<file path="src/lpif_pkg.sv">
// shared types and width helpers for the LPIF-to-AIB adapter
// modules import this package inside their bodies and use
// scoped names in their port headers

package lpif_pkg;

  ////////////////////////////////////////////////////////////
  // link control states
  ////////////////////////////////////////////////////////////

  // bring-up order, with the sticky error at the end
  typedef enum logic [2:0] {
    CTL_IDLE       = 3'd0,
    CTL_PHY_INIT   = 3'd1,
    CTL_CFG        = 3'd2,
    CTL_CALIB      = 3'd3,
    CTL_WAIT_ALIGN = 3'd4,
    CTL_LINK_UP    = 3'd5,
    CTL_PHY_ERR    = 3'd6
  } ctl_state_e;

  ////////////////////////////////////////////////////////////
  // protocol ids on the AIB side
  ////////////////////////////////////////////////////////////

  // code 3 is unassigned and decodes like the cache protocol
  typedef enum logic [1:0] {
    PROTID_CACHE   = 2'd0,
    PROTID_IO      = 2'd1,
    PROTID_ARB_MUX = 2'd2
  } protid_e;

  ////////////////////////////////////////////////////////////
  // width helpers, argument is the data width in bytes
  ////////////////////////////////////////////////////////////

  // one valid bit per 64 bytes of beat
  function automatic int lpif_valid_width(input int data_bytes);
    int w;
    w = 1;
    if (data_bytes == 128) begin
      w = 2;
    end
    return w;
  endfunction

  // 16-bit crc per valid group
  function automatic int lpif_crc_width(input int data_bytes);
    int w;
    w = 16;
    if (data_bytes == 128) begin
      w = 32;
    end
    return w;
  endfunction

endpackage

</file>
<file path="src/lpif_stream_decode.sv">
// decode stage of the adapter
// maps link-layer stream ids to protocol ids and back, and folds
// the per-lane AIB status into the calibration and error flags

`timescale 1ns/1ps

module lpif_stream_decode #(
  parameter int       AIB_LANES           = 4,
  parameter bit [7:0] MEM_CACHE_STREAM_ID = 8'h1,
  parameter bit [7:0] IO_STREAM_ID        = 8'h2,
  parameter bit [7:0] ARB_MUX_STREAM_ID   = 8'h3
) (
  input  logic [7:0]           lp_stream,
  input  lpif_pkg::protid_e    ustrm_protid,
  input  logic [AIB_LANES-1:0] ms_tx_transfer_en,
  input  logic [AIB_LANES-1:0] sl_tx_transfer_en,
  input  logic [AIB_LANES-1:0] wa_error,
  input  logic                 lp_linkerror,
  output lpif_pkg::protid_e    dstrm_protid_nxt,
  output logic [7:0]           pl_stream_nxt,
  output logic                 tx_en_all,
  output logic                 phy_err
);

  import lpif_pkg::*;

  ////////////////////////////////////////////////////////////
  // downstream, stream id to protocol id
  ////////////////////////////////////////////////////////////

  always_comb begin
    case (lp_stream)
      MEM_CACHE_STREAM_ID: dstrm_protid_nxt = PROTID_CACHE;
      IO_STREAM_ID:        dstrm_protid_nxt = PROTID_IO;
      ARB_MUX_STREAM_ID:   dstrm_protid_nxt = PROTID_ARB_MUX;
      // unknown streams ride on the cache protocol
      default:             dstrm_protid_nxt = PROTID_CACHE;
    endcase
  end

  ////////////////////////////////////////////////////////////
  // upstream, protocol id back to stream id
  ////////////////////////////////////////////////////////////

  always_comb begin
    case (ustrm_protid)
      PROTID_CACHE:   pl_stream_nxt = MEM_CACHE_STREAM_ID;
      PROTID_IO:      pl_stream_nxt = IO_STREAM_ID;
      PROTID_ARB_MUX: pl_stream_nxt = ARB_MUX_STREAM_ID;
      default:        pl_stream_nxt = MEM_CACHE_STREAM_ID;
    endcase
  end

  // every lane of both sides must have its transmitter enabled
  assign tx_en_all = &{ms_tx_transfer_en, sl_tx_transfer_en};

  // lost calibration, word-align error, or link layer error
  assign phy_err = ~tx_en_all | (|wa_error) | lp_linkerror;

endmodule

</file>
<file path="src/lpif_link_ctl.sv">
// execute stage of the adapter
// link bring-up FSM: phy init, adapter config, calibration,
// alignment wait, link up; a phy error is held until reset

`timescale 1ns/1ps

module lpif_link_ctl #(
  parameter int AIB_LANES = 4
) (
  input  logic                 com_clk,
  input  logic                 rst_n,
  input  logic                 i_conf_done,
  input  logic                 tx_en_all,
  input  logic                 align_done,
  input  logic                 phy_err,
  input  logic                 lsm_state_active,
  input  logic                 lp_irdy,
  output logic                 ns_mac_rdy,
  output logic [AIB_LANES-1:0] ns_adapter_rstn,
  output logic                 tx_online,
  output logic                 rx_online,
  output logic                 link_up,
  output logic                 pl_trdy,
  output logic                 beat_accept,
  output logic                 ctl_phy_err
);

  import lpif_pkg::*;

  ctl_state_e           state;
  ctl_state_e           state_nxt;
  logic                 mac_rdy_nxt;
  logic [AIB_LANES-1:0] adapter_rstn_nxt;
  logic                 online_nxt;

  ////////////////////////////////////////////////////////////
  // next state and bring-up levels
  ////////////////////////////////////////////////////////////

  always_comb begin
    state_nxt        = state;
    mac_rdy_nxt      = ns_mac_rdy;
    adapter_rstn_nxt = ns_adapter_rstn;
    // both directions come online together
    online_nxt       = tx_online;
    case (state)
      CTL_IDLE: begin
        state_nxt = CTL_PHY_INIT;
      end
      CTL_PHY_INIT: begin
        if (i_conf_done) begin
          mac_rdy_nxt = 1'b1;
          state_nxt   = CTL_CFG;
        end
      end
      CTL_CFG: begin
        // release all lane adapters at once
        adapter_rstn_nxt = {AIB_LANES{1'b1}};
        state_nxt        = CTL_CALIB;
      end
      CTL_CALIB: begin
        // a partial set of enables keeps us here
        if (tx_en_all) begin
          online_nxt = 1'b1;
          state_nxt  = CTL_WAIT_ALIGN;
        end
      end
      CTL_WAIT_ALIGN: begin
        if (align_done) begin
          state_nxt = CTL_LINK_UP;
        end
      end
      CTL_LINK_UP: begin
        if (phy_err) begin
          state_nxt = CTL_PHY_ERR;
        end
      end
      CTL_PHY_ERR: begin
        // sticky until rst_n
        state_nxt = CTL_PHY_ERR;
      end
      default: begin
        state_nxt = CTL_IDLE;
      end
    endcase
  end

  ////////////////////////////////////////////////////////////
  // state and output registers
  ////////////////////////////////////////////////////////////

  always_ff @(posedge com_clk or negedge rst_n) begin
    if (!rst_n) begin
      state           <= CTL_IDLE;
      ns_mac_rdy      <= 1'b0;
      ns_adapter_rstn <= '0;
      tx_online       <= 1'b0;
      rx_online       <= 1'b0;
    end else begin
      state           <= state_nxt;
      ns_mac_rdy      <= mac_rdy_nxt;
      ns_adapter_rstn <= adapter_rstn_nxt;
      tx_online       <= online_nxt;
      rx_online       <= online_nxt;
    end
  end

  // status decoded from the state register
  assign link_up     = (state == CTL_LINK_UP);
  assign ctl_phy_err = (state == CTL_PHY_ERR);

  // link layer may push only while the link is up and the lsm is active
  assign pl_trdy     = link_up & lsm_state_active;
  assign beat_accept = lp_irdy & pl_trdy;

endmodule

</file>
<file path="src/lpif_beat_regs.sv">
// result stage of the adapter
// single register stage for downstream beats, upstream beats
// and the link state sideband; everything lands one cycle later

`timescale 1ns/1ps

module lpif_beat_regs #(
  parameter int LPIF_DATA_WIDTH = 8
) (
  input  logic                                                com_clk,
  input  logic                                                rst_n,
  input  logic [LPIF_DATA_WIDTH*8-1:0]                        lp_data,
  input  logic [lpif_pkg::lpif_valid_width(LPIF_DATA_WIDTH)-1:0] lp_valid,
  input  logic [lpif_pkg::lpif_crc_width(LPIF_DATA_WIDTH)-1:0]   lp_crc,
  input  logic [lpif_pkg::lpif_valid_width(LPIF_DATA_WIDTH)-1:0] lp_crc_valid,
  input  lpif_pkg::protid_e                                   dstrm_protid_nxt,
  input  logic                                                beat_accept,
  input  logic [LPIF_DATA_WIDTH*8-1:0]                        ustrm_data,
  input  logic [lpif_pkg::lpif_valid_width(LPIF_DATA_WIDTH)-1:0] ustrm_dvalid,
  input  logic [lpif_pkg::lpif_crc_width(LPIF_DATA_WIDTH)-1:0]   ustrm_crc,
  input  logic [lpif_pkg::lpif_valid_width(LPIF_DATA_WIDTH)-1:0] ustrm_crc_valid,
  input  logic [7:0]                                          pl_stream_nxt,
  input  logic [3:0]                                          lsm_dstrm_state,
  input  logic [2:0]                                          lsm_lnk_cfg,
  input  logic [2:0]                                          lsm_speedmode,
  output logic [LPIF_DATA_WIDTH*8-1:0]                        dstrm_data,
  output logic [lpif_pkg::lpif_valid_width(LPIF_DATA_WIDTH)-1:0] dstrm_dvalid,
  output logic [lpif_pkg::lpif_crc_width(LPIF_DATA_WIDTH)-1:0]   dstrm_crc,
  output logic [lpif_pkg::lpif_valid_width(LPIF_DATA_WIDTH)-1:0] dstrm_crc_valid,
  output lpif_pkg::protid_e                                   dstrm_protid,
  output logic                                                dstrm_valid,
  output logic [LPIF_DATA_WIDTH*8-1:0]                        pl_data,
  output logic [lpif_pkg::lpif_valid_width(LPIF_DATA_WIDTH)-1:0] pl_valid,
  output logic [lpif_pkg::lpif_crc_width(LPIF_DATA_WIDTH)-1:0]   pl_crc,
  output logic [lpif_pkg::lpif_valid_width(LPIF_DATA_WIDTH)-1:0] pl_crc_valid,
  output logic [7:0]                                          pl_stream,
  output logic [3:0]                                          dstrm_state,
  output logic [2:0]                                          pl_lnk_cfg,
  output logic [2:0]                                          pl_speedmode
);

  import lpif_pkg::*;

  ////////////////////////////////////////////////////////////
  // downstream toward AIB
  ////////////////////////////////////////////////////////////

  // payload follows the inputs every cycle, only dstrm_valid qualifies it
  always_ff @(posedge com_clk or negedge rst_n) begin
    if (!rst_n) begin
      dstrm_data      <= '0;
      dstrm_dvalid    <= '0;
      dstrm_crc       <= '0;
      dstrm_crc_valid <= '0;
      dstrm_protid    <= PROTID_CACHE;
      dstrm_valid     <= 1'b0;
    end else begin
      dstrm_data      <= lp_data;
      dstrm_dvalid    <= lp_valid;
      dstrm_crc       <= lp_crc;
      dstrm_crc_valid <= lp_crc_valid;
      dstrm_protid    <= dstrm_protid_nxt;
      dstrm_valid     <= beat_accept;
    end
  end

  ////////////////////////////////////////////////////////////
  // upstream toward link layer, plus lsm sideband
  ////////////////////////////////////////////////////////////

  always_ff @(posedge com_clk or negedge rst_n) begin
    if (!rst_n) begin
      pl_data      <= '0;
      pl_valid     <= '0;
      pl_crc       <= '0;
      pl_crc_valid <= '0;
      pl_stream    <= 8'h0;
      dstrm_state  <= 4'h0;
      pl_lnk_cfg   <= 3'h0;
      pl_speedmode <= 3'h0;
    end else begin
      pl_data      <= ustrm_data;
      pl_valid     <= ustrm_dvalid;
      pl_crc       <= ustrm_crc;
      pl_crc_valid <= ustrm_crc_valid;
      pl_stream    <= pl_stream_nxt;
      // sideband is registered in every control state
      dstrm_state  <= lsm_dstrm_state;
      pl_lnk_cfg   <= lsm_lnk_cfg;
      pl_speedmode <= lsm_speedmode;
    end
  end

endmodule

</file>
<file path="src/lpif_adapter_top.sv">
// top level of the LPIF-to-AIB adapter control block
// sets the lane count, data width and stream ids, and connects
// the decode, control and result stages; all on com_clk

`timescale 1ns/1ps

module lpif_adapter_top #(
  parameter int       AIB_LANES           = 4,
  parameter int       LPIF_DATA_WIDTH     = 8,
  parameter bit [7:0] MEM_CACHE_STREAM_ID = 8'h1,
  parameter bit [7:0] IO_STREAM_ID        = 8'h2,
  parameter bit [7:0] ARB_MUX_STREAM_ID   = 8'h3
) (
  input  logic                                                com_clk,
  input  logic                                                rst_n,
  // link layer downstream
  input  logic                                                lp_irdy,
  input  logic [7:0]                                          lp_stream,
  input  logic [LPIF_DATA_WIDTH*8-1:0]                        lp_data,
  input  logic [lpif_pkg::lpif_valid_width(LPIF_DATA_WIDTH)-1:0] lp_valid,
  input  logic [lpif_pkg::lpif_crc_width(LPIF_DATA_WIDTH)-1:0]   lp_crc,
  input  logic [lpif_pkg::lpif_valid_width(LPIF_DATA_WIDTH)-1:0] lp_crc_valid,
  input  logic                                                lp_linkerror,
  output logic                                                pl_trdy,
  // AIB side, downstream
  output logic [LPIF_DATA_WIDTH*8-1:0]                        dstrm_data,
  output logic [lpif_pkg::lpif_valid_width(LPIF_DATA_WIDTH)-1:0] dstrm_dvalid,
  output logic [lpif_pkg::lpif_crc_width(LPIF_DATA_WIDTH)-1:0]   dstrm_crc,
  output logic [lpif_pkg::lpif_valid_width(LPIF_DATA_WIDTH)-1:0] dstrm_crc_valid,
  output lpif_pkg::protid_e                                   dstrm_protid,
  output logic                                                dstrm_valid,
  output logic [3:0]                                          dstrm_state,
  // AIB side, upstream
  input  lpif_pkg::protid_e                                   ustrm_protid,
  input  logic [LPIF_DATA_WIDTH*8-1:0]                        ustrm_data,
  input  logic [lpif_pkg::lpif_valid_width(LPIF_DATA_WIDTH)-1:0] ustrm_dvalid,
  input  logic [lpif_pkg::lpif_crc_width(LPIF_DATA_WIDTH)-1:0]   ustrm_crc,
  input  logic [lpif_pkg::lpif_valid_width(LPIF_DATA_WIDTH)-1:0] ustrm_crc_valid,
  // link layer upstream
  output logic [LPIF_DATA_WIDTH*8-1:0]                        pl_data,
  output logic [lpif_pkg::lpif_valid_width(LPIF_DATA_WIDTH)-1:0] pl_valid,
  output logic [lpif_pkg::lpif_crc_width(LPIF_DATA_WIDTH)-1:0]   pl_crc,
  output logic [lpif_pkg::lpif_valid_width(LPIF_DATA_WIDTH)-1:0] pl_crc_valid,
  output logic [7:0]                                          pl_stream,
  output logic [2:0]                                          pl_lnk_cfg,
  output logic [2:0]                                          pl_speedmode,
  // AIB bring-up
  input  logic                                                i_conf_done,
  input  logic [AIB_LANES-1:0]                                ms_tx_transfer_en,
  input  logic [AIB_LANES-1:0]                                sl_tx_transfer_en,
  input  logic [AIB_LANES-1:0]                                wa_error,
  input  logic                                                align_done,
  output logic                                                ns_mac_rdy,
  output logic [AIB_LANES-1:0]                                ns_adapter_rstn,
  output logic                                                tx_online,
  output logic                                                rx_online,
  // link state machine
  input  logic [3:0]                                          lsm_dstrm_state,
  input  logic [2:0]                                          lsm_lnk_cfg,
  input  logic [2:0]                                          lsm_speedmode,
  input  logic                                                lsm_state_active,
  output logic                                                ctl_link_up,
  output logic                                                ctl_phy_err
);

  import lpif_pkg::*;

  protid_e    dstrm_protid_nxt;
  logic [7:0] pl_stream_nxt;
  logic       tx_en_all;
  logic       phy_err;
  logic       beat_accept;

  ////////////////////////////////////////////////////////////
  // decode, execute, result
  ////////////////////////////////////////////////////////////

  lpif_stream_decode #(
    .AIB_LANES           (AIB_LANES),
    .MEM_CACHE_STREAM_ID (MEM_CACHE_STREAM_ID),
    .IO_STREAM_ID        (IO_STREAM_ID),
    .ARB_MUX_STREAM_ID   (ARB_MUX_STREAM_ID)
  ) u_decode (
    .lp_stream         (lp_stream),
    .ustrm_protid      (ustrm_protid),
    .ms_tx_transfer_en (ms_tx_transfer_en),
    .sl_tx_transfer_en (sl_tx_transfer_en),
    .wa_error          (wa_error),
    .lp_linkerror      (lp_linkerror),
    .dstrm_protid_nxt  (dstrm_protid_nxt),
    .pl_stream_nxt     (pl_stream_nxt),
    .tx_en_all         (tx_en_all),
    .phy_err           (phy_err)
  );

  lpif_link_ctl #(
    .AIB_LANES (AIB_LANES)
  ) u_link_ctl (
    .com_clk          (com_clk),
    .rst_n            (rst_n),
    .i_conf_done      (i_conf_done),
    .tx_en_all        (tx_en_all),
    .align_done       (align_done),
    .phy_err          (phy_err),
    .lsm_state_active (lsm_state_active),
    .lp_irdy          (lp_irdy),
    .ns_mac_rdy       (ns_mac_rdy),
    .ns_adapter_rstn  (ns_adapter_rstn),
    .tx_online        (tx_online),
    .rx_online        (rx_online),
    .link_up          (ctl_link_up),
    .pl_trdy          (pl_trdy),
    .beat_accept      (beat_accept),
    .ctl_phy_err      (ctl_phy_err)
  );

  lpif_beat_regs #(
    .LPIF_DATA_WIDTH (LPIF_DATA_WIDTH)
  ) u_beat_regs (
    .com_clk          (com_clk),
    .rst_n            (rst_n),
    .lp_data          (lp_data),
    .lp_valid         (lp_valid),
    .lp_crc           (lp_crc),
    .lp_crc_valid     (lp_crc_valid),
    .dstrm_protid_nxt (dstrm_protid_nxt),
    .beat_accept      (beat_accept),
    .ustrm_data       (ustrm_data),
    .ustrm_dvalid     (ustrm_dvalid),
    .ustrm_crc        (ustrm_crc),
    .ustrm_crc_valid  (ustrm_crc_valid),
    .pl_stream_nxt    (pl_stream_nxt),
    .lsm_dstrm_state  (lsm_dstrm_state),
    .lsm_lnk_cfg      (lsm_lnk_cfg),
    .lsm_speedmode    (lsm_speedmode),
    .dstrm_data       (dstrm_data),
    .dstrm_dvalid     (dstrm_dvalid),
    .dstrm_crc        (dstrm_crc),
    .dstrm_crc_valid  (dstrm_crc_valid),
    .dstrm_protid     (dstrm_protid),
    .dstrm_valid      (dstrm_valid),
    .pl_data          (pl_data),
    .pl_valid         (pl_valid),
    .pl_crc           (pl_crc),
    .pl_crc_valid     (pl_crc_valid),
    .pl_stream        (pl_stream),
    .dstrm_state      (dstrm_state),
    .pl_lnk_cfg       (pl_lnk_cfg),
    .pl_speedmode     (pl_speedmode)
  );

endmodule

</file>
<file path="config.mk">
export PLATFORM = sky130hd
export DESIGN_NAME = lpif_adapter_top
export DESIGN_NICKNAME = d
export VERILOG_FILES = /design/src/lpif_pkg.sv /design/src/lpif_stream_decode.sv /design/src/lpif_link_ctl.sv /design/src/lpif_beat_regs.sv /design/src/lpif_adapter_top.sv
export SDC_FILE = /design/constraint.sdc
export NUM_CORES = 1
export LEC_CHECK = 0
export ABC_AREA = 1
export BUFFER_PORTS_ARGS = -buffer_cell sky130_fd_sc_hd__clkbuf_2
export CORE_AREA = 2 2 156 158
export CTS_BUF_LIST = sky130_fd_sc_hd__clkbuf_8 sky130_fd_sc_hd__clkbuf_16
export CTS_CLUSTER_DIAMETER = 60
export DETAILED_ROUTE_END_ITERATION = 8
export DIE_AREA = 0 0 158 160
export PLACE_DENSITY = 0.55
export RECOVER_POWER = 50
export SYNTH_ARGS = -nofsm -noshare
export SYNTH_HDL_FRONTEND = slang
export SYNTH_SLANG_ARGS = --single-unit
</file>
<file path="constraint.sdc">
create_clock -name com_clk -period 1.3 [get_ports com_clk]
set_clock_uncertainty 0.05 [all_clocks]
set_input_delay 0.065 -clock com_clk [delete_from_list [all_inputs] [get_ports com_clk]]
set_output_delay 0.065 -clock com_clk [all_outputs]
set_load 0.01 [all_outputs]
</file>
==> impl_metrics.env, run 1 <==
export IMPL_ys_warn_count=0
export IMPL_synth_cell_types=19
export IMPL_critical_path_class="register to primary output"
export IMPL_fin_area_um2=10200
export IMPL_drive_above_1_share_pct=49.6
export IMPL_rows=57
export IMPL_rsz0062_at_grt="yes"
export IMPL_track_usage_pct=14.2
export IMPL_status="complete, but fails checks"
export IMPL_cts_htree_levels=4
export IMPL_drt_iter0_markers=157
export IMPL_synth_ff_latch_count=185
export IMPL_start_util_pct=21.3
export IMPL_crit_fanout=2
export IMPL_gp_congestion=0.803
export IMPL_die_height_um=160
export IMPL_fmax_mhz=668
export IMPL_power_mw=13.7
export IMPL_min_period_ns=1.50
export IMPL_arrival_ns=1.38
export IMPL_min_path_type="input port to register"
export IMPL_area_delta_synth_final_pct=99.9
export IMPL_slew_violations=0
export IMPL_syn_area_per_cell_um2=18.9
export IMPL_final_common_cell="clkbuf_2"
export IMPL_vias_per_cell=3.64
export IMPL_die_w_um=158
export IMPL_cp_required_ns=1.19
export IMPL_grt_max_degree=46
export IMPL_cpMaxStageDelayCell="dfrtp_1"
export IMPL_nets=1094
export IMPL_dp_final_hpwl_mm=12.9
export IMPL_finalSetupViolCount=6
export IMPL_dieArea_um2=25300
export IMPL_fin_ws_ns=-0.196
export IMPL_antenna_found_initial=2
export IMPL_via_count=4458
export IMPL_nFillCells=2263
export IMPL_syn_cell_area_um2=5080
export IMPL_cts_sinks=185
export IMPL_grt_pass1_wl_mm=26.8
export IMPL_layout_common_cells="clkbuf_2 (374), dlygate4sd3_1 (191), dfrtp_1 (184)"
export IMPL_final_antenna_net_count=0
export IMPL_cts_max_path_buffers=2
export IMPL_ys_seq_area_share_pct=91.1
export IMPL_overflow=0
export IMPL_peakVddDrop_uv=875
export IMPL_drc=0
export IMPL_holdWs_ns=0.0224
export IMPL_cp_end_kind="primary output"
export IMPL_grt_pass1_vias=4911
export IMPL_wl_per_cell_um=14.9
export IMPL_final_cell_count_no_fill=1225
export IMPL_cts_buffers=17
export IMPL_port_buffers=391
export IMPL_dpl_instance_area_um2=7510
export IMPL_fin_crit_sh_pct=115
export IMPL_violations="setup timing"
export IMPL_cts_tree="yes"
export IMPL_leakagePower_nw=5.23
export IMPL_timing_worst_slew_pin_value_ns=1.04
export IMPL_path_cells="inv_2, ha_4, nand2_4, buf_6, nor2_2, buf_2"
export IMPL_multi_input_area_um2=373
export IMPL_syn_inst=269
export IMPL_relSlewSlack_pct=30.8
export IMPL_routed_wl_mm=18.3
export IMPL_power_density_nw_per_um2=1350
export IMPL_start_kind="register"
export IMPL_place_ws_ns=-0.0433
export IMPL_finalHoldViolCount=0
export IMPL_dr_pass1_iters=4
export IMPL_clkLatencyLatePin_ns=0.41
export IMPL_drv_cap=0
export IMPL_register_area_um2=4630
export IMPL_core_area_um2=23800
export IMPL_root_buffer="clkbuf_16"
export IMPL_io_pins=398
export IMPL_dp_cells=991
export IMPL_clkTransAtPathRegs_ns=0.07
export IMPL_cp_slowest_stage_delay_ns=0.40
## metrics by stage
stage / util (%) / TNS (ns)
6_report: 42.6 / -0.855
5_1_grt: 42.6 / -5.06
4_1_cts: 42.5 / -0.806
3_5_place_dp: 31.5 / -0.124
3_3_place_gp: 31.5 / -0.0209
2_1_floorplan: - / -0.0180
## flip-flops by register name, summed over array words and instances, names as in the netlist, 2 cells and up
register                  count
u_beat_regs.dstrm_data       64
u_beat_regs.pl_data          64
u_beat_regs.dstrm_crc        16
u_beat_regs.pl_crc           16
u_beat_regs.dstrm_state       4
u_beat_regs.pl_lnk_cfg        3
u_beat_regs.pl_speedmode      3
u_link_ctl.state              3
u_beat_regs.dstrm_protid      2
u_beat_regs.pl_stream         2
## Yosys cell counts, drive strengths merged
cell type,count,area [um^2]
nand2,27,111
o21bai,1,7.51
nor4b,1,8.76
buf,10,75.1
nor3b,1,7.51
conb,1,3.75
o21ai,1,5.00
nor3,1,5.00
dfrtp,185,4630
nand3,2,15.0
a31o,1,8.76
inv,20,75.1
ha,5,62.6
nand4,4,25.0
nor2,9,41.3
## worst max-delay path, delay by kind of cell, from the launching register on
kind                       cells  cell delay [ns]
DFF                            1             0.40
adders and majority gates      1             0.14
buffers and inverters          3             0.32
and+or+nand+nor                2             0.11
## layer usage
layer	share of wire, %	global-route usage (%)	wire (um)
met5	0	0	0
met4	2.0	4.91	365
met3	8.6	4.59	1580
met2	54	25.9	9770
met1	36	15.3	6540
## cells by family (layout without fill, tap and decap cells)
family                     after synthesis  after routing  synth area share [%]
DFF                                    185            185                  91.1
and+or+nand+nor                         45             45                  4.21
AOI/OAI and AO/OA                        3              3                 0.419
adders and majority gates                5              5                  1.23
other                                    1              8                0.0738
buffers and inverters                   30            655                  2.95
## power breakdown
part / leakage (nW) / internal [mW] / switching, mW
Sequential: 2.16 / 6.09 / 0.158
Combinational: 2.77 / 1.21 / 1.03
Clock: 0.296 / 2.64 / 2.59
## worst paths after layout
path | slack, ns | from | cells past startpoint | end
setup reg to reg | -0.11 | u_link_ctl.state[1] | 9 | u_link_ctl.state[0]
max in group asynchronous | 0.07 | rst_n | 3 | u_link_ctl.state[0]
hold reg to reg | 0.46 | u_link_ctl.ns_mac_rdy | 1 | u_link_ctl.ns_mac_rdy
hold / removal | 0.02 | sl_tx_transfer_en[0] | 5 | u_link_ctl.tx_online
setup / recovery | -0.20 | u_link_ctl.state[1] | 6 | pl_trdy
min in group asynchronous | 0.32 | rst_n | 2 | u_beat_regs.dstrm_crc[12]
## layout make-up
class	instances	area share [%]
sequential	185	45.6
timing repair buffer	603	39.8
clock buffer	17	4.19
tap	324	3.99
multi-input combinational	59	3.67
clock inverter	15	1.91
inverter	20	0.764
antenna	2	0.0493
## timing repair
action                                  in CTS  in global routing
hold endpoints to repair                   366                  1
hold buffers                               188                  6
pin swaps                                    1                  2
endpoints found under the setup margin       6                 10
resized for setup                           11                  7
buffers inserted                             7                  1
(Power assumes the default switching activity.)
==> inputs of run 2 (changes only) <==
- CORE_AREA: 2 2 156 158 -> 2 2 154 156
- DIE_AREA: 0 0 158 160 -> 0 0 156 158
- PLACE_DENSITY: 0.55 -> 0.56
- SYNTH_HIERARCHICAL: not set -> 1
==> run 2 against run 1 <==
  * The run still ends with setup timing left
  * Non-clock buffer count fell by 3
  * Routed wire length fell by 4.5%
  * Combinational power shrank 9.8%
  * Critical endpoint unchanged
  * Highest routed layer unchanged
==> impl_metrics.env, run 2 <==
export IMPL_track_usage_pct=13.9
export IMPL_nFillCells=2083
export IMPL_final_cell_count_no_fill=1188
export IMPL_syn_inst=272
export IMPL_final_common_cell="clkbuf_2"
export IMPL_die_height_um=158
export IMPL_ys_warn_count=6
export IMPL_yosysMostFrequentCell="dfrtp_1"
export IMPL_die_w_um=156
export IMPL_power_mw=13.7
export IMPL_status="complete, but fails checks"
export IMPL_fin_crit_sh_pct=105
export IMPL_layout_common_cells="clkbuf_2 (380), dfrtp_1 (188), dlygate4sd3_1 (186)"
export IMPL_cp_required_ns=1.19
export IMPL_dp_cells=960
export IMPL_port_buffers=397
export IMPL_overflow=0
export IMPL_yosysTopAreaCellShare_pct=91.7
export IMPL_wl_per_cell_um=14.7
export IMPL_synth_edff_count=0
export IMPL_fmax_mhz=731
export IMPL_antenna_cells=0
export IMPL_drc=0
export IMPL_reg_largest_list="u_beat_regs/dstrm_data: 64 flops, u_beat_regs/pl_data: 64 flops"
export IMPL_setup_tns_ns=-0.115
export IMPL_grt_max_degree=43
export IMPL_violations="setup timing"
export IMPL_core_area_um2=23100
export IMPL_min_path_type="input port to register"
export IMPL_holdWs_ns=0.0427
export IMPL_final_antenna_net_count=0
export IMPL_area_delta_synth_final_pct=95.3
export IMPL_drive_above_1_share_pct=50.4
export IMPL_finalSetupViolCount=3
export IMPL_fin_area_um2=10200
export IMPL_root_buffer="clkbuf_16"
export IMPL_synth_top_flop_cell="dfrtp_1"
export IMPL_clkTransAtPathRegs_ns=0.08
export IMPL_clkLatencyLatePin_ns=0.42
export IMPL_timing_rr_start="u_link_ctl/state[0]"
export IMPL_cts_tree="yes"
export IMPL_power_density_nw_per_um2=1350
export IMPL_antenna_found_initial=0
export IMPL_timing_worst_slew_pin_value_ns=1.05
export IMPL_syn_cell_area_um2=5220
export IMPL_ys_seq_area_share_pct=91.7
export IMPL_grt_pass1_wl_mm=25.6
export IMPL_start_util_pct=22.6
export IMPL_cp_end_kind="primary output"
export IMPL_arrival_ns=1.25
export IMPL_routed_wl_mm=17.4
export IMPL_peakVddDrop_uv=660
export IMPL_synth_cell_types=19
export IMPL_via_count=4396
export IMPL_synth_ff_latch_count=191
export IMPL_drt_iter0_markers=147
export IMPL_critPathLaunch="u_link_ctl/state[1]"
export IMPL_dieArea_um2=24600
export IMPL_finalHoldViolCount=0
export IMPL_nets=1089
export IMPL_vias_per_cell=3.70
export IMPL_drv_cap=0
export IMPL_leakagePower_nw=5.23
export IMPL_hp_start="ms_tx_transfer_en[1]"
export IMPL_dpl_instance_area_um2=7600
export IMPL_crit_fanout=4
export IMPL_relSlewSlack_pct=30.0
export IMPL_dr_pass1_iters=4
export IMPL_synth_commonest_cells="dfrtp_1 (191), nand2_1 (21), inv_1 (14), buf_4 (10), nor2_1 (9)"
export IMPL_gp_congestion=0.759
export IMPL_synth_area_leaders="dfrtp_1 (92%), nand2_1 (1.5%), buf_4 (1.4%)"
export IMPL_cts_buffers=17
export IMPL_dp_final_hpwl_mm=12.2
export IMPL_critical_path_class="register to primary output"
export IMPL_syn_area_per_cell_um2=19.2
export IMPL_yosysTopAreaCell="dfrtp_1"
export IMPL_async_flop_share_pct=100
export IMPL_fin_ws_ns=-0.0673
export IMPL_cts_sinks=191
export IMPL_slew_violations=0
export IMPL_rsz0062_at_grt="yes"
export IMPL_io_pins=398
export IMPL_rows=56
export IMPL_min_period_ns=1.37
export IMPL_start_kind="register"
export IMPL_grt_pass1_vias=4778
export IMPL_cts_max_path_buffers=2
export IMPL_cts_htree_levels=4
-- run 2: cell types whose count changed after synthesis, moves of 3 or more --
cell | before | now
nand4_1 | 4 | 1
nor2_2 | 0 | 4
dfrtp_1 | 185 | 191
ha_1 | 5 | 1
inv_1 | 18 | 14
nand2_2 | 4 | 0
-- run 2: kinds of logic (layout without fill, tap and decap cells) --
logic type      Yosys count  count (layout)  share of synthesized area, %
simple gates             46              46                          4.53
flops                   191             191                          91.7
buf+inv                  29             650                          3.02
fa+ha+maj                 1               1                         0.240
other cells               1               6                        0.0719
compound gates            4               4                         0.480
-- run 2: where the power goes --
part	total (mW)	leakage [nW]	internal [mW]	switching, mW
registers	6.41	2.22	6.27	0.141
clock network	5.31	0.298	2.69	2.62
logic	2.02	2.72	1.08	0.936
total	13.7	5.23	10.0	3.70
-- run 2: worst paths after layout --
check | endpoint | slack (ns) | cells after the start
max in group asynchronous | u_beat_regs/pl_data[63] | 0.10 | 3
max reg2reg | u_link_ctl/state[0] | 0.01 | 9
max | pl_trdy | -0.07 | 4
min | u_link_ctl/state[2] | 0.04 | 7
min in group asynchronous | u_beat_regs/dstrm_data[47] | 0.31 | 2
min reg2reg | u_link_ctl/ns_mac_rdy | 0.44 | 1
-- run 2: per-layer routing --
layer  wire (um)  up-vias  track usage [%]  part of all wire, %
met5           0        -                0                    0
met4         316        0             4.59                  1.8
met3        1540       22             5.15                  8.8
met2        9040      242             24.9                   52
met1        6550     2094             15.4                   38
li1            -     2038                -                    -
-- run 2: stage by stage --
step / setup WS (ns) / util [%]
global placement: 0.138 / 33.0
finish: -0.0673 / 44.2
global route: -0.121 / 44.2
floorplan: 0.253 / -
CTS: -0.115 / 44.2
detailed placement: 0.107 / 33.0
-- run 2: critical path, stage by stage, from the launching register on --
cell and delay, ns:
dfrtp_2 0.46, inv_4 0.08, nand3_4 0.07, nor2_1 0.09, buf_2 0.13
-- run 2: timing repair --
item                                    CTS  global route
gates resized for setup                   7            10
endpoints found under the setup margin    3             8
hold endpoints to repair                373             0
setup buffers                             9             4
pin swaps                                 4             6
hold buffers                            187             0
-- run 2: area by class of cell --
type | instances | area (um^2) | share of cell area, %
Sequential cell | 191 | 4780 | 47.0
Tap cell | 290 | 363 | 3.56
Multi-Input combinational cell | 57 | 342 | 3.35
Clock inverter | 14 | 179 | 1.76
Timing Repair Buffer | 600 | 4010 | 39.4
Clock buffer | 18 | 439 | 4.31
Inverter | 18 | 70.1 | 0.688
==> inputs of run 3 (changes only) <==
- ABC_AREA: 1 -> not set
- CORE_AREA: 2 2 154 156 -> 2 2 156 158
- DIE_AREA: 0 0 156 158 -> 0 0 158 160
- PLACE_DENSITY: 0.56 -> 0.55
==> run 3 against run 2 <==
  * The run still ends with setup timing left
  * Global-route usage is 0.62 points lower
  * Setup slack lost 0.038 ns
  * Register-to-register slack better by 0.07 ns
  * Largest cell class unchanged
==> impl_metrics.env, run 3 <==
export IMPL_layout_common_cells="clkbuf_2 (382), dfrtp_1 (189), dlygate4sd3_1 (186)"
export IMPL_synth_xor_area_share_pct=0
export IMPL_rows=57
export IMPL_ys_seq_area_share_pct=94.0
export IMPL_vias_per_cell=3.65
export IMPL_antenna_found_initial=1
export IMPL_syn_cell_area_um2=5080
export IMPL_wl_per_cell_um=14.3
export IMPL_synth_top_family_by_area="simple AND/OR/NAND/NOR gates"
export IMPL_synth_ff_latch_count=191
export IMPL_min_path_type="input port to register"
export IMPL_fin_ws_ns=-0.105
export IMPL_area_delta_synth_final_pct=98.8
export IMPL_synth_compound_area_share_pct=0.935
export IMPL_fin_crit_sh_pct=108
export IMPL_routed_wl_mm=17.1
export IMPL_drive_above_1_share_pct=50.6
export IMPL_drc=0
export IMPL_port_buffers=397
export IMPL_die_height_um=160
export IMPL_via_count=4356
export IMPL_holdWs_ns=0.0809
export IMPL_die_w_um=158
export IMPL_final_cell_count_no_fill=1192
export IMPL_core_area_um2=23800
export IMPL_synth_cell_types=23
export IMPL_leakagePower_nw=5.13
export IMPL_nets=1058
export IMPL_cp_slowest_stage_delay_ns=0.41
export IMPL_final_common_cell="clkbuf_2"
export IMPL_reg_largest_list="u_beat_regs/dstrm_data: 64 flops, u_beat_regs/pl_data: 64 flops"
export IMPL_clkTransAtPathRegs_ns=0.09
export IMPL_power_density_nw_per_um2=1330
export IMPL_cp_required_ns=1.19
export IMPL_relSlewSlack_pct=51.5
export IMPL_cts_tree="yes"
export IMPL_path_cells="nor2b_4, and3_4, buf_6"
export IMPL_timing_worst_slew_pin_value_ns=0.728
export IMPL_drt_iter0_markers=135
export IMPL_synth_commonest_cells="dfrtp_1 (191), buf_4 (10), inv_1 (6)"
export IMPL_yosysTopAreaCellShare_pct=94.0
export IMPL_arrival_ns=1.29
export IMPL_cts_buffers=17
export IMPL_start_util_pct=21.3
export IMPL_synth_fa_ha_area_share_pct=0.246
export IMPL_rsz0062_at_grt="yes"
export IMPL_crit_fanout=4
export IMPL_start_kind="register"
export IMPL_min_period_ns=1.41
export IMPL_status="complete, but fails checks"
export IMPL_violations="setup timing"
export IMPL_cpMaxStageDelayCell="dfrtp_1"
export IMPL_peakVddDrop_uv=650
export IMPL_overflow=0
export IMPL_drv_cap=0
export IMPL_cp_end_kind="primary output"
export IMPL_place_ws_ns=-0.300
export IMPL_cts_max_path_buffers=2
export IMPL_track_usage_pct=13.3
export IMPL_dp_cells=964
export IMPL_grt_max_degree=50
export IMPL_dr_pass1_iters=4
export IMPL_critical_path_class="register to primary output"
export IMPL_synth_edff_count=0
export IMPL_async_flop_share_pct=100
export IMPL_ys_warn_count=6
export IMPL_fmax_mhz=712
export IMPL_finalHoldViolCount=0
export IMPL_gp_congestion=0.827
export IMPL_final_antenna_net_count=0
export IMPL_root_buffer="clkbuf_16"
export IMPL_critPathBufInv=1
export IMPL_synth_top_flop_cell="dfrtp_1"
export IMPL_grt_pass1_wl_mm=25.5
export IMPL_cts_htree_levels=4
export IMPL_yosysMostFrequentCell="dfrtp_1"
export IMPL_syn_area_per_cell_um2=21.4
export IMPL_slew_violations=0
export IMPL_cp_top_family="flip-flops"
export IMPL_clkLatencyLatePin_ns=0.42
export IMPL_cts_sinks=191
export IMPL_syn_inst=238
export IMPL_yosysTopAreaCell="dfrtp_1"
export IMPL_io_pins=398
export IMPL_finalSetupViolCount=4
export IMPL_synthSimpleGateAreaFrac_pct=2.49
export IMPL_synth_area_leaders="dfrtp_1 (94%), buf_4 (1.5%), inv_1 (0.44%)"
export IMPL_dp_final_hpwl_mm=12.1
export IMPL_grt_pass1_vias=4986
export IMPL_synth_mux_area_share_pct=0.197
export IMPL_dieArea_um2=25300
[run 3: changes by cell type in the layout (fill, tap and decap cells not counted), sizes merged, moves of 6 or more]
cell | before | now
nand2 | 21 | 3
nor2 | 16 | 2
inv | 26 | 13
clkbuf | 413 | 422
buf | 19 | 12
nand3 | 6 | 0
[run 3: worst paths after layout]
path	slack, ns	cells after the start	to	startpoint
min in group asynchronous	0.20	2	u_beat_regs/pl_stream[3]	rst_n
min reg2reg	0.42	1	u_link_ctl/ns_mac_rdy	u_link_ctl/ns_mac_rdy
max	-0.11	3	pl_trdy	u_link_ctl/state[0]
max reg2reg	0.08	5	u_link_ctl/state[0]	u_link_ctl/state[1]
min	0.08	4	u_beat_regs/dstrm_protid[1]	lp_stream[6]
max in group asynchronous	0.20	3	u_beat_regs/pl_data[5]	rst_n
[run 3: per-stage QoR]
step	total power [mW]	util [%]	instance area, um^2	setup TNS (ns)
3_3_place_gp	7.59	31.7	7540	-0.525
6_report	13.4	42.4	10100	-0.275
4_1_cts	13.7	42.6	10100	-0.378
2_1_floorplan	6.79	-	5100	-0.230
5_1_grt	14.0	42.4	10100	-0.506
3_5_place_dp	7.61	31.7	7540	-0.530
[run 3: power by group]
group | switching, mW | leakage (nW) | internal [mW] | total [mW]
combinational | 0.688 | 2.60 | 0.858 | 1.55
clock | 2.61 | 0.313 | 2.89 | 5.50
sequential | 0.116 | 2.23 | 6.26 | 6.37
[run 3: per-layer routing]
metal | up-vias | share of wire, % | wire (um) | global-route usage [%]
met5 | - | 0 | 0 | 0
met4 | 0 | 1.8 | 301 | 4.75
met3 | 24 | 9.4 | 1610 | 4.67
met2 | 240 | 52 | 8950 | 23.7
met1 | 2118 | 36 | 6240 | 14.6
li1 | 1974 | - | - | -
[run 3: cell type report]
type | count | area (um^2)
diodes | 1 | 2.50
inverters | 6 | 22.5
clock inverters | 14 | 206
flip-flops and latches | 191 | 4780
clock buffers | 18 | 439
repair buffers | 603 | 4000
multi-input cells | 35 | 241
fillers | 2257 | 13700
well taps | 324 | 405
[run 3: logic make-up (layout without fill, tap and decap cells)]
family | after synthesis | count (layout)
AOI/OAI and AO/OA | 6 | 6
adders and majority gates | 1 | 1
buffers and inverters | 17 | 641
DFF | 191 | 191
muxes | 1 | 1
other | 1 | 7
and+or+nand+nor | 21 | 21
[run 3: worst min-delay path, delay by kind of cell]
| kind | cells | cell delay, ns |
|---|---|---|
| buffers and inverters | 2 | 0.28 |
| AND/OR/NAND/NOR | 2 | 0.19 |
[run 3: repair_timing]
| action | 4_1_cts | 5_1_grt |
|---|---|---|
| resized for setup | 7 | 7 |
| hold buffers | 188 | 0 |
| buffers inserted | 6 | 2 |
| endpoints found under the hold margin | 374 | 0 |
| pin swaps | 2 | 0 |
| setup endpoints to repair | 3 | 5 |
